## src/adapter_defines.svh

```systemverilog
/*
 * TileLink-UL SRAM adapter widths and depths
 * Bus geometry, SRAM word address width and the number of outstanding
 * requests shared by every block of the adapter
 */
`ifndef ADAPTER_DEFINES_SVH
`define ADAPTER_DEFINES_SVH

// Bus address width in bits
`define TL_AW 32

// Bus data width, SRAM data width matches it
`define TL_DW 32

// Data bytes per beat
`define TL_DBW 4

// Size field holds log2 of the byte count
`define TL_SZW 2

// Source ID width
`define TL_AIW 8

// SRAM word address, taken from address bits 11 down to 2
`define SRAM_AW 10

// Depth of every FIFO and so the in-flight request limit
`define OUTSTANDING 2

`endif

```

## src/adapter_pkg.sv

```systemverilog
/*
 * TileLink-UL SRAM adapter types
 * Channel opcodes, the request class and the entries of the request
 * and response FIFOs
 */
`include "adapter_defines.svh"

package adapter_pkg;

  // A-channel opcodes with their standard TileLink codes
  typedef enum logic [2:0] {
    PutFullData    = 3'h0,
    PutPartialData = 3'h1,
    Get            = 3'h4
  } tl_a_op_e;

  // D-channel opcodes
  typedef enum logic [2:0] {
    AccessAck     = 3'h0,
    AccessAckData = 3'h1
  } tl_d_op_e;

  // Class of a queued request, unknown opcodes fall into OpWrite so they get AccessAck
  typedef enum logic {
    OpRead  = 1'b0,
    OpWrite = 1'b1
  } req_op_e;

  // One in-flight request, kept until its D beat completes
  typedef struct packed {
    req_op_e            op;     // Read or write response expected
    logic               error;  // Request was rejected, SRAM never saw it
    logic [`TL_SZW-1:0] size;   // Echoed on d_size
    logic [`TL_AIW-1:0] source; // Echoed on d_source
  } req_t;

  // Read data waiting for the D channel
  typedef struct packed {
    logic [`TL_DW-1:0] data;  // Already masked to the requested bytes
    logic              error; // Uncorrectable SRAM error
  } rsp_t;

endpackage

```

## src/adapter_if.sv

```systemverilog
/*
 * TileLink-UL A and D channel bundles and the SRAM command bundle
 * The ctrl modports belong to the adapter controllers, host to the top level
 */
`timescale 1ns/10ps
`include "adapter_defines.svh"

// A channel, a beat is taken when valid and ready are both high
interface tl_a_if import adapter_pkg::*; ();
  logic               valid;
  tl_a_op_e           opcode;
  logic [`TL_SZW-1:0] size;
  logic [`TL_AIW-1:0] source;
  logic [`TL_AW-1:0]  address;
  logic [`TL_DBW-1:0] mask;
  logic [`TL_DW-1:0]  data;
  logic               ready;

  modport ctrl (input valid, opcode, size, source, address, mask, data, output ready);
  modport host (output valid, opcode, size, source, address, mask, data, input ready);
endinterface

// D channel, clock and reset travel along for the protocol checks
interface tl_d_if import adapter_pkg::*; (input logic clk_i, input logic rst_n_i);
  logic               valid;
  logic               ready;
  tl_d_op_e           opcode;
  logic [`TL_SZW-1:0] size;
  logic [`TL_AIW-1:0] source;
  logic [`TL_DW-1:0]  data;
  logic               error;

  modport ctrl (input clk_i, rst_n_i, ready, output valid, opcode, size, source, data, error);
  modport host (output ready, input valid, opcode, size, source, data, error);
endinterface

// SRAM command, a command is taken when req and gnt are both high
interface sram_cmd_if (input logic clk_i, input logic rst_n_i);
  logic                req;
  logic                gnt;
  logic                we;
  logic [`SRAM_AW-1:0] addr;
  logic [`TL_DW-1:0]   wdata;
  logic [`TL_DW-1:0]   wmask; // Bit mask, one bit per data bit

  modport ctrl (input clk_i, rst_n_i, gnt, output req, we, addr, wdata, wmask);
  modport host (output gnt, input req, we, addr, wdata, wmask);
endinterface

```

## src/sync_fifo.sv

```systemverilog
/*
 * Synchronous FIFO
 * Circular buffer with read and write pointers and an occupancy count.
 * With Pass set, an empty FIFO forwards its input to the read side
 * in the same cycle
 */
`timescale 1ns/10ps

module sync_fifo #(
  parameter int Width = 8,
  parameter int Depth = 2,
  parameter bit Pass  = 1'b0
) (
  input  logic             clk_i,
  input  logic             rst_n_i,
  input  logic             wvalid_i,
  output logic             wready_o,
  input  logic [Width-1:0] wdata_i,
  output logic             rvalid_o,
  input  logic             rready_i,
  output logic [Width-1:0] rdata_o
);

  localparam int PtrW = (Depth > 1) ? $clog2(Depth) : 1;
  localparam int CntW = $clog2(Depth + 1);

  logic [Width-1:0] mem_q [Depth]; // Storage, payload only
  logic [PtrW-1:0]  wptr_q;
  logic [PtrW-1:0]  rptr_q;
  logic [CntW-1:0]  count_q;
  logic             empty;
  logic             full;
  logic             flow_through;
  logic             do_push;
  logic             do_pop;

  // Wraps at Depth so non power of two depths work too
  function automatic logic [PtrW-1:0] ptr_inc(input logic [PtrW-1:0] ptr);
    return (ptr == PtrW'(Depth - 1)) ? '0 : ptr + 1'b1;
  endfunction

  assign empty = (count_q == '0);
  assign full  = (count_q == CntW'(Depth));

  // Data passes straight from writer to reader and never touches storage
  assign flow_through = Pass && empty && wvalid_i && rready_i;

  assign wready_o = ~full;
  assign rvalid_o = ~empty | (Pass & wvalid_i);           // Pass shows new data at once
  assign rdata_o  = (Pass && empty) ? wdata_i : mem_q[rptr_q];

  assign do_push = wvalid_i & ~full & ~flow_through;
  assign do_pop  = rready_i & ~empty;

  always_ff @(posedge clk_i or negedge rst_n_i) begin
    if (!rst_n_i) begin
      wptr_q  <= '0;
      rptr_q  <= '0;
      count_q <= '0;
    end else begin
      if (do_push) wptr_q <= ptr_inc(wptr_q);
      if (do_pop) rptr_q <= ptr_inc(rptr_q);
      if (do_push && !do_pop) begin
        count_q <= count_q + 1'b1;
      end else if (do_pop && !do_push) begin
        count_q <= count_q - 1'b1;
      end
    end
  end

  always_ff @(posedge clk_i) begin
    if (do_push) mem_q[wptr_q] <= wdata_i;                  // Written entry visible next cycle
  end

  // The writer is expected to respect wready_o
  a_no_overflow: assert property (@(posedge clk_i) disable iff (!rst_n_i)
    wvalid_i |-> wready_o);

  // The reader only pops what is actually there
  a_no_underflow: assert property (@(posedge clk_i) disable iff (!rst_n_i)
    rready_i |-> rvalid_o);

endmodule

```

## src/a_channel_ctrl.sv

```systemverilog
/*
 * A-channel controller
 * Checks each request against the TileLink-UL rules and the access
 * policy, turns good requests into SRAM commands and records every
 * accepted beat so its response can be built in order
 */
`timescale 1ns/10ps
`include "adapter_defines.svh"

module a_channel_ctrl import adapter_pkg::*; #(
  parameter bit ByteAccess = 1'b1, // Partial puts allowed
  parameter bit ErrOnWrite = 1'b0, // Every put is rejected
  parameter bit ErrOnRead  = 1'b0  // Every get is rejected
) (
  tl_a_if.ctrl               tl_a,
  sram_cmd_if.ctrl           sram,
  input  logic               reqfifo_wready_i,
  input  logic               sramreqfifo_wready_i,
  output logic               reqfifo_wvalid_o,
  output req_t               reqfifo_wdata_o,
  output logic               sramreqfifo_wvalid_o,
  output logic [`TL_DBW-1:0] sramreqfifo_wdata_o
);

  logic               is_get;
  logic               is_put;
  logic [`TL_DBW-1:0] lanes;     // Byte lanes covered by size and address
  logic               op_err;
  logic               size_err;
  logic               align_err;
  logic               mask_err;
  logic               attr_err;
  logic               policy_err;
  logic               req_error;

  assign is_get = (tl_a.opcode == Get);
  assign is_put = (tl_a.opcode == PutFullData) || (tl_a.opcode == PutPartialData);

  // Lanes for 1, 2 and 4 byte accesses, oversize leaves none
  always_comb begin
    lanes = '0;
    case (tl_a.size)
      2'd0:    lanes = `TL_DBW'(1) << tl_a.address[1:0];
      2'd1:    lanes = tl_a.address[1] ? 4'b1100 : 4'b0011;
      2'd2:    lanes = '1;
      default: lanes = '0;
    endcase
  end

  assign op_err   = ~(is_get | is_put);
  assign size_err = (tl_a.size > 2'd2);

  // Halfwords need bit 0 clear, words need both low bits clear
  assign align_err = ((tl_a.size == 2'd1) && tl_a.address[0]) ||
                     ((tl_a.size == 2'd2) && (tl_a.address[1:0] != 2'b00));

  // No byte outside the lanes, and a full put must fill every lane
  assign mask_err = (|(tl_a.mask & ~lanes)) ||
                    ((tl_a.opcode == PutFullData) && (tl_a.mask != lanes));

  // Without byte access only whole word puts reach the SRAM
  assign attr_err = ~ByteAccess & is_put & ((tl_a.mask != '1) || (tl_a.size != 2'd2));

  assign policy_err = (ErrOnWrite & is_put) | (ErrOnRead & is_get);

  assign req_error = op_err | size_err | align_err | mask_err | attr_err | policy_err;

  // A rejected request is taken without a grant, it never goes to the SRAM
  assign tl_a.ready = (sram.gnt | req_error) & reqfifo_wready_i & sramreqfifo_wready_i;

  assign sram.req  = tl_a.valid & reqfifo_wready_i & ~req_error;
  assign sram.we   = tl_a.valid & is_put;
  assign sram.addr = tl_a.address[`SRAM_AW+1:2];            // Word address

  // Byte mask becomes a bit mask and only enabled bytes carry data
  always_comb begin
    sram.wmask = '0;
    sram.wdata = '0;
    for (int i = 0; i < `TL_DBW; i++) begin
      sram.wmask[8*i +: 8] = {8{tl_a.mask[i]}};
      sram.wdata[8*i +: 8] = (tl_a.mask[i] && sram.we) ? tl_a.data[8*i +: 8] : 8'h00;
    end
  end

  // Every accepted beat is queued, errors included, to keep responses in order
  assign reqfifo_wvalid_o = tl_a.valid & tl_a.ready;
  assign reqfifo_wdata_o  = '{
    op:     is_get ? OpRead : OpWrite, // Unknown opcodes answer with AccessAck
    error:  req_error,
    size:   tl_a.size,
    source: tl_a.source
  };

  // Granted reads park their mask until the data comes back
  assign sramreqfifo_wvalid_o = sram.req & sram.gnt & ~sram.we;
  assign sramreqfifo_wdata_o  = tl_a.mask;

  // Any granted command is a clean request that also lands in the request FIFO
  a_cmd_is_queued: assert property (@(posedge sram.clk_i) disable iff (!sram.rst_n_i)
    (sram.req && sram.gnt) |-> (!req_error && reqfifo_wvalid_o));

endmodule

```

## src/d_channel_ctrl.sv

```systemverilog
/*
 * D-channel controller
 * Builds the response for the request at the head of the request FIFO,
 * masks returning read data and parks it in the response FIFO until
 * the D channel can take it
 */
`timescale 1ns/10ps
`include "adapter_defines.svh"

module d_channel_ctrl import adapter_pkg::*; (
  tl_d_if.ctrl              tl_d,
  input  logic              reqfifo_rvalid_i,
  input  req_t              reqfifo_rdata_i,
  input  logic [`TL_DBW-1:0] sramreqfifo_rdata_i,
  input  logic              rsp_rvalid_i,
  input  rsp_t              rsp_rdata_i,
  input  logic [`TL_DW-1:0] rdata_i,
  input  logic              rvalid_i,
  input  logic              rerror_i,   // Uncorrectable SRAM error
  output logic              reqfifo_rready_o,
  output logic              sramreqfifo_rready_o,
  output logic              rsp_wvalid_o,
  output rsp_t              rsp_wdata_o,
  output logic              rsp_rready_o
);

  logic              head_read;   // Head is a read that went out to the SRAM
  logic              d_ack;
  logic [`TL_DW-1:0] rmask;

  assign head_read = (reqfifo_rdata_i.op == OpRead) & ~reqfifo_rdata_i.error;

  // Writes and rejected requests answer at once, reads wait for their data
  assign tl_d.valid = reqfifo_rvalid_i & (~head_read | rsp_rvalid_i);

  assign tl_d.opcode = (reqfifo_rdata_i.op == OpRead) ? AccessAckData : AccessAck;
  assign tl_d.size   = tl_d.valid ? reqfifo_rdata_i.size : '0;
  assign tl_d.source = tl_d.valid ? reqfifo_rdata_i.source : '0;

  // Request errors and uncorrectable read errors both show up here
  assign tl_d.error = tl_d.valid &
                      (reqfifo_rdata_i.error | (head_read & rsp_rdata_i.error));

  // Only clean reads return data, errored ones return zero
  assign tl_d.data = (tl_d.valid && head_read && !rsp_rdata_i.error) ? rsp_rdata_i.data : '0;

  assign d_ack = tl_d.valid & tl_d.ready;

  assign reqfifo_rready_o = d_ack;                           // Request retires with its D beat
  assign rsp_rready_o     = d_ack & head_read;

  // Byte mask of the oldest outstanding read
  always_comb begin
    rmask = '0;
    for (int i = 0; i < `TL_DBW; i++) begin
      rmask[8*i +: 8] = {8{sramreqfifo_rdata_i[i]}};
    end
  end

  // Read data is stored as soon as it arrives, the SRAM cannot be stalled
  assign rsp_wvalid_o         = rvalid_i & reqfifo_rvalid_i;
  assign sramreqfifo_rready_o = rsp_wvalid_o;               // Mask is done with
  assign rsp_wdata_o = '{
    data:  rdata_i & rmask,                                 // Unrequested lanes read as zero
    error: rerror_i
  };

  // A read return always has its request still waiting in the request FIFO
  a_rvalid_has_req: assert property (@(posedge tl_d.clk_i) disable iff (!tl_d.rst_n_i)
    rvalid_i |-> reqfifo_rvalid_i);

  // Under back-pressure the pending response stays put
  a_d_stable: assert property (@(posedge tl_d.clk_i) disable iff (!tl_d.rst_n_i)
    (tl_d.valid && !tl_d.ready) |=>
      (tl_d.valid && $stable(tl_d.data) && $stable(tl_d.source) && $stable(tl_d.error)));

endmodule

```

## src/sram_adapter_top.sv

```systemverilog
/*
 * TileLink-UL to SRAM adapter
 * Single-beat Get and Put requests in, req/gnt/rvalid SRAM port out,
 * responses returned in request order
 */
`timescale 1ns/10ps
`include "adapter_defines.svh"

module sram_adapter_top import adapter_pkg::*; #(
  parameter bit ByteAccess = 1'b1,
  parameter bit ErrOnWrite = 1'b0,
  parameter bit ErrOnRead  = 1'b0
) (
  input  logic                clk_i,
  input  logic                rst_n_i,
  input  logic                a_valid_i,
  input  tl_a_op_e            a_opcode_i,
  input  logic [`TL_SZW-1:0]  a_size_i,
  input  logic [`TL_AIW-1:0]  a_source_i,
  input  logic [`TL_AW-1:0]   a_address_i,
  input  logic [`TL_DBW-1:0]  a_mask_i,
  input  logic [`TL_DW-1:0]   a_data_i,
  output logic                a_ready_o,
  input  logic                d_ready_i,
  output logic                d_valid_o,
  output tl_d_op_e            d_opcode_o,
  output logic [`TL_SZW-1:0]  d_size_o,
  output logic [`TL_AIW-1:0]  d_source_o,
  output logic [`TL_DW-1:0]   d_data_o,
  output logic                d_error_o,
  output logic                req_o,
  output logic                we_o,
  output logic [`SRAM_AW-1:0] addr_o,
  output logic [`TL_DW-1:0]   wdata_o,
  output logic [`TL_DW-1:0]   wmask_o,
  input  logic                gnt_i,
  input  logic [`TL_DW-1:0]   rdata_i,
  input  logic                rvalid_i,
  input  logic [1:0]          rerror_i   // Bit 1 uncorrectable, bit 0 correctable
);

  tl_a_if     u_tl_a ();
  tl_d_if     u_tl_d (.clk_i, .rst_n_i);
  sram_cmd_if u_sram (.clk_i, .rst_n_i);

  logic               reqfifo_wvalid, reqfifo_wready, reqfifo_rvalid, reqfifo_rready;
  req_t               reqfifo_wdata, reqfifo_rdata;
  logic               sramreqfifo_wvalid, sramreqfifo_wready, sramreqfifo_rready;
  logic [`TL_DBW-1:0] sramreqfifo_wdata, sramreqfifo_rdata;
  logic               rsp_wvalid, rsp_wready, rsp_rvalid, rsp_rready;
  rsp_t               rsp_wdata, rsp_rdata;

  assign u_tl_a.valid   = a_valid_i;
  assign u_tl_a.opcode  = a_opcode_i;
  assign u_tl_a.size    = a_size_i;
  assign u_tl_a.source  = a_source_i;
  assign u_tl_a.address = a_address_i;
  assign u_tl_a.mask    = a_mask_i;
  assign u_tl_a.data    = a_data_i;
  assign a_ready_o      = u_tl_a.ready;

  assign u_tl_d.ready = d_ready_i;
  assign d_valid_o    = u_tl_d.valid;
  assign d_opcode_o   = u_tl_d.opcode;
  assign d_size_o     = u_tl_d.size;
  assign d_source_o   = u_tl_d.source;
  assign d_data_o     = u_tl_d.data;
  assign d_error_o    = u_tl_d.error;

  assign u_sram.gnt = gnt_i;
  assign req_o      = u_sram.req;
  assign we_o       = u_sram.we;
  assign addr_o     = u_sram.addr;
  assign wdata_o    = u_sram.wdata;
  assign wmask_o    = u_sram.wmask;

  a_channel_ctrl #(.ByteAccess(ByteAccess), .ErrOnWrite(ErrOnWrite), .ErrOnRead(ErrOnRead))
  u_a_channel_ctrl (
    .tl_a (u_tl_a), .sram (u_sram),
    .reqfifo_wready_i (reqfifo_wready), .sramreqfifo_wready_i (sramreqfifo_wready),
    .reqfifo_wvalid_o (reqfifo_wvalid), .reqfifo_wdata_o      (reqfifo_wdata),
    .sramreqfifo_wvalid_o (sramreqfifo_wvalid), .sramreqfifo_wdata_o (sramreqfifo_wdata)
  );

  // Not pass-through, so a D beat never leaves in the cycle its A beat was taken
  sync_fifo #(.Width($bits(req_t)), .Depth(`OUTSTANDING), .Pass(1'b0)) u_req_fifo (
    .clk_i, .rst_n_i,
    .wvalid_i (reqfifo_wvalid), .wready_o (reqfifo_wready), .wdata_i (reqfifo_wdata),
    .rvalid_o (reqfifo_rvalid), .rready_i (reqfifo_rready), .rdata_o (reqfifo_rdata)
  );

  // Read masks only, emptied as read data returns
  sync_fifo #(.Width(`TL_DBW), .Depth(`OUTSTANDING), .Pass(1'b0)) u_sramreq_fifo (
    .clk_i, .rst_n_i,
    .wvalid_i (sramreqfifo_wvalid), .wready_o (sramreqfifo_wready),
    .wdata_i  (sramreqfifo_wdata),  .rvalid_o (),
    .rready_i (sramreqfifo_rready), .rdata_o  (sramreqfifo_rdata)
  );

  // As deep as the read limit so nothing is dropped while d_ready_i is low
  sync_fifo #(.Width($bits(rsp_t)), .Depth(`OUTSTANDING), .Pass(1'b1)) u_rsp_fifo (
    .clk_i, .rst_n_i,
    .wvalid_i (rsp_wvalid), .wready_o (rsp_wready), .wdata_i (rsp_wdata),
    .rvalid_o (rsp_rvalid), .rready_i (rsp_rready), .rdata_o (rsp_rdata)
  );

  d_channel_ctrl u_d_channel_ctrl (
    .tl_d (u_tl_d),
    .reqfifo_rvalid_i (reqfifo_rvalid), .reqfifo_rdata_i (reqfifo_rdata),
    .sramreqfifo_rdata_i (sramreqfifo_rdata),
    .rsp_rvalid_i (rsp_rvalid), .rsp_rdata_i (rsp_rdata),
    .rdata_i, .rvalid_i, .rerror_i (rerror_i[1]),
    .reqfifo_rready_o (reqfifo_rready), .sramreqfifo_rready_o (sramreqfifo_rready),
    .rsp_wvalid_o (rsp_wvalid), .rsp_wdata_o (rsp_wdata), .rsp_rready_o (rsp_rready)
  );

  // Response FIFO space is guaranteed by the in-flight limit
  a_rsp_room: assert property (@(posedge clk_i) disable iff (!rst_n_i)
    rsp_wvalid |-> rsp_wready);

endmodule

```

## config.mk

```make
export PLATFORM = sky130hd
export DESIGN_NAME = sram_adapter_top
export DESIGN_NICKNAME = d
export VERILOG_FILES = /design/src/adapter_pkg.sv /design/src/adapter_if.sv /design/src/sync_fifo.sv /design/src/a_channel_ctrl.sv /design/src/d_channel_ctrl.sv /design/src/sram_adapter_top.sv
export VERILOG_INCLUDE_DIRS = /design/src
export SDC_FILE = /design/constraint.sdc
export NUM_CORES = 1
export LEC_CHECK = 0
export BUFFER_PORTS_ARGS = -buffer_cell sky130_fd_sc_hd__buf_2
export CAP_MARGIN = 20
export CORE_ASPECT_RATIO = 2
export CORE_MARGIN = 4
export CORE_UTILIZATION = 51
export CTS_BUF_LIST = sky130_fd_sc_hd__clkbuf_4 sky130_fd_sc_hd__clkbuf_8
export DETAILED_ROUTE_END_ITERATION = 6
export PLACE_DENSITY_LB_ADDON = 0.25
export SLEW_MARGIN = 20
export SYNTH_ARGS = -nofsm -noshare
export SYNTH_HDL_FRONTEND = slang
export SYNTH_HIERARCHICAL = 1
export SYNTH_SLANG_ARGS = --single-unit
export TNS_END_PERCENT = 30
```

## constraint.sdc

```tcl
create_clock -name clk_i -period 4.6 [get_ports clk_i]
set_input_delay 0.69 -clock clk_i [delete_from_list [all_inputs] [get_ports clk_i]]
set_output_delay 0.69 -clock clk_i [all_outputs]
set_load 0.01 [all_outputs]
```

==> metrics.yaml <==
worst_setup_path:
  max_stage_delay_ns: 0.79
  rr_worst_depth: 8
  slowest_stage: "a21oi_4"
  crit_type: "flop to output port"
  timing.rr.end: "u_rsp_fifo/mem_q[0][8]"
  cp_cell_sequence: "or2_2, nor2_1, a21oi_4, buf_4, nor3b_2, buf_2"
  critical_path_arrival_ns: 2.99
  crit_required_ns: 3.91
  r2r_start: "u_req_fifo/count_q[0]"
  crit_end: "d_data_o[12]"
  cp_max_fo: 35
  rrSetupSlack_ns: 1.35
  cp-start-kind: "flop"
  crit_path_end_kind: "output port"
  startpoint: "u_rsp_fifo/count_q[0]"
clocking:
  clkTransAtPathRegs_ns: 0.12
  worstSkewPairLatency_ns: 0.38
  postCtsSetupRepairBufs: 0
  cts_tree: "done"
  cts_root_buf: "clkbuf_8"
  cts-buffers-inserted: 9
  cts_buffer_depth: 2
  cts-resized-gates: 0
  ctsHoldBuffers: 0
  cts_num_sinks: 110
  htree_levels: 3
floorplan:
  die_area_um2: 14100
  die_w_um: 86.1
  io_pins: 245
  die_h_um: 164
  coreArea_um2: 11800
  placement_rows: 56
  start_util_pct: 52.5
power_and_ir_drop:
  irDropWorstVdd_uv: 358
  pwr-share-seq_pct: 41.2
  switching_share_pct: 37.9
  power_density_nw_per_um2: 526
  switching_power_w: 0.00141
  p_leak_nw: 3.08
  pwr-share-clk_pct: 15.3
  internal-power_w: 0.00230
  power_frac_comb_pct: 43.5
global_route:
  antenna_found_initial: 0
  grt_overflow: 0
  grt_pass1_wl_mm: 21.7
  grt_usage_pct: 19.7
  grt_max_degree: 36
  grt_pass1_vias: 4404
routing:
  drc: 0
  detail_route.vias_per_cell: 5.26
  first_pass_iters: 7
  vias: 4177
  totalWireLength_mm: 13.6
  top_layer: "met4"
  drtIter0Drc: 156
  route.met2.wl_mm: 7.55
  routedWlPerCell_um: 17.1
  antenna_left: 0
  wl_met1_mm: 4.96
  met3RoutedLength_um: 825
timing:
  finalHoldViolations: 0
  tightest_slew_ns: 1.05
  setup_tns_ns: 0
  worst_hold_slack_ns: 0.171
  min_period_over_period_pct: 80.0
  finalSetupViolCount: 0
  drv_slew: 0
  rsz0062_at_grt: "no"
  clock_skew_ns: 0.0232
  slew_headroom_pct: 29.7
  setup_slack_ns: 0.920
  max_freq_ghz: 0.272
  finalCriticalPeriod_ns: 3.68
placed_design:
  gp_congestion: 0.788
  hpwl_mm: 9.95
  portBuffers: 201
  place_ws_ns: 1.27
cells_and_area:
  num-nets-final: 772
  fill_cells: 979
  area_delta_synth_final_pct: 13.3
  final_cell_mix: "201 x buf_2, 98 x edfxtp_1, 67 x and2_1"
  antenna_cells: 0
  drive_above_1_share_pct: 45.3
  layout_commonest_cell: "buf_2"
synthesis:
  yosysWarnings: 6
  synth_cells: 511
  syn_area_um2: 6220
  avgSynthCellArea_um2: 12.2
status:
  outcome: "finished, final reports clean"
hold_path:
  hp-class: "input pin to async pin"
run:
  cap_viol_max_count: 0
## critical path, delay by kind of cell (launching register included)
family                 cells  cell delay [ns]
and+or+nand+nor            3             0.82
buffers and inverters      2             0.56
DFF                        1             0.43
AOI/OAI and AO/OA          1             0.79
## routing by layer
layer | up-vias | GRT usage, %
met5 | - | 0
met4 | 0 | 7.35
met3 | 20 | 3.56
met2 | 165 | 37.4
met1 | 1996 | 21.0
li1 | 1996 | -
## worst min-delay path by stage
stage | start | slack [ns] | endpoint | cells after the start
after floorplan | rst_n_i | 0.39 | u_req_fifo/count_q[0] | 0
after global placement | u_sramreq_fifo/wptr_q | 0.48 | u_sramreq_fifo/wptr_q | 1
final | rst_n_i | 0.17 | u_rsp_fifo/rptr_q | 1
after CTS | rst_n_i | 0.17 | u_rsp_fifo/rptr_q | 1
after detailed placement | u_req_fifo/wptr_q | 0.48 | u_req_fifo/wptr_q | 1
after global routing | rst_n_i | 0.18 | u_rsp_fifo/rptr_q | 1
## power groups by stage
stage               Sequential, W  Combinational (W)  Clock (W)
floorplan                 0.00150            0.00132          0
global placement          0.00153            0.00158          0
detailed placement        0.00155            0.00162          0
CTS                       0.00153            0.00163   0.000587
global route              0.00155            0.00178   0.000620
finish                    0.00153            0.00161   0.000567
## stage by stage
step           utilization, %  power [W]  instance area, µm²  cells
2_1_floorplan               -    0.00282                6220    512
3_5_place_dp             57.8    0.00317                6840    778
6_report                 59.5    0.00370                7050    794
4_1_cts                  59.5    0.00375                7050    794
3_3_place_gp             57.8    0.00312                6840    778
5_1_grt                  59.5    0.00396                7050    794
## registers in the layout, indices dropped and copies added, names as in the netlist
register / cells
u_sramreq_fifo/count_q: 2
u_req_fifo/count_q: 2
u_sramreq_fifo/wptr_q: 1
u_req_fifo/mem_q: 24
u_req_fifo/rptr_q: 1
u_sramreq_fifo/mem_q: 8
u_rsp_fifo/wptr_q: 1
u_sramreq_fifo/rptr_q: 1
u_rsp_fifo/count_q: 2
u_rsp_fifo/rptr_q: 1
u_req_fifo/wptr_q: 1
u_rsp_fifo/mem_q: 66
## area by class of cell
cell class	instances	area, µm²	area share [%]
inverter	7	26.3	0.373
clock inverter	7	77.6	1.10
clock buffer	9	124	1.76
multi-input combinational	311	2360	33.4
timing repair buffer	205	1040	14.7
tap	145	181	2.58
sequential	110	3240	46.0
No activity file was read; power rests on OpenSTA's default activity.
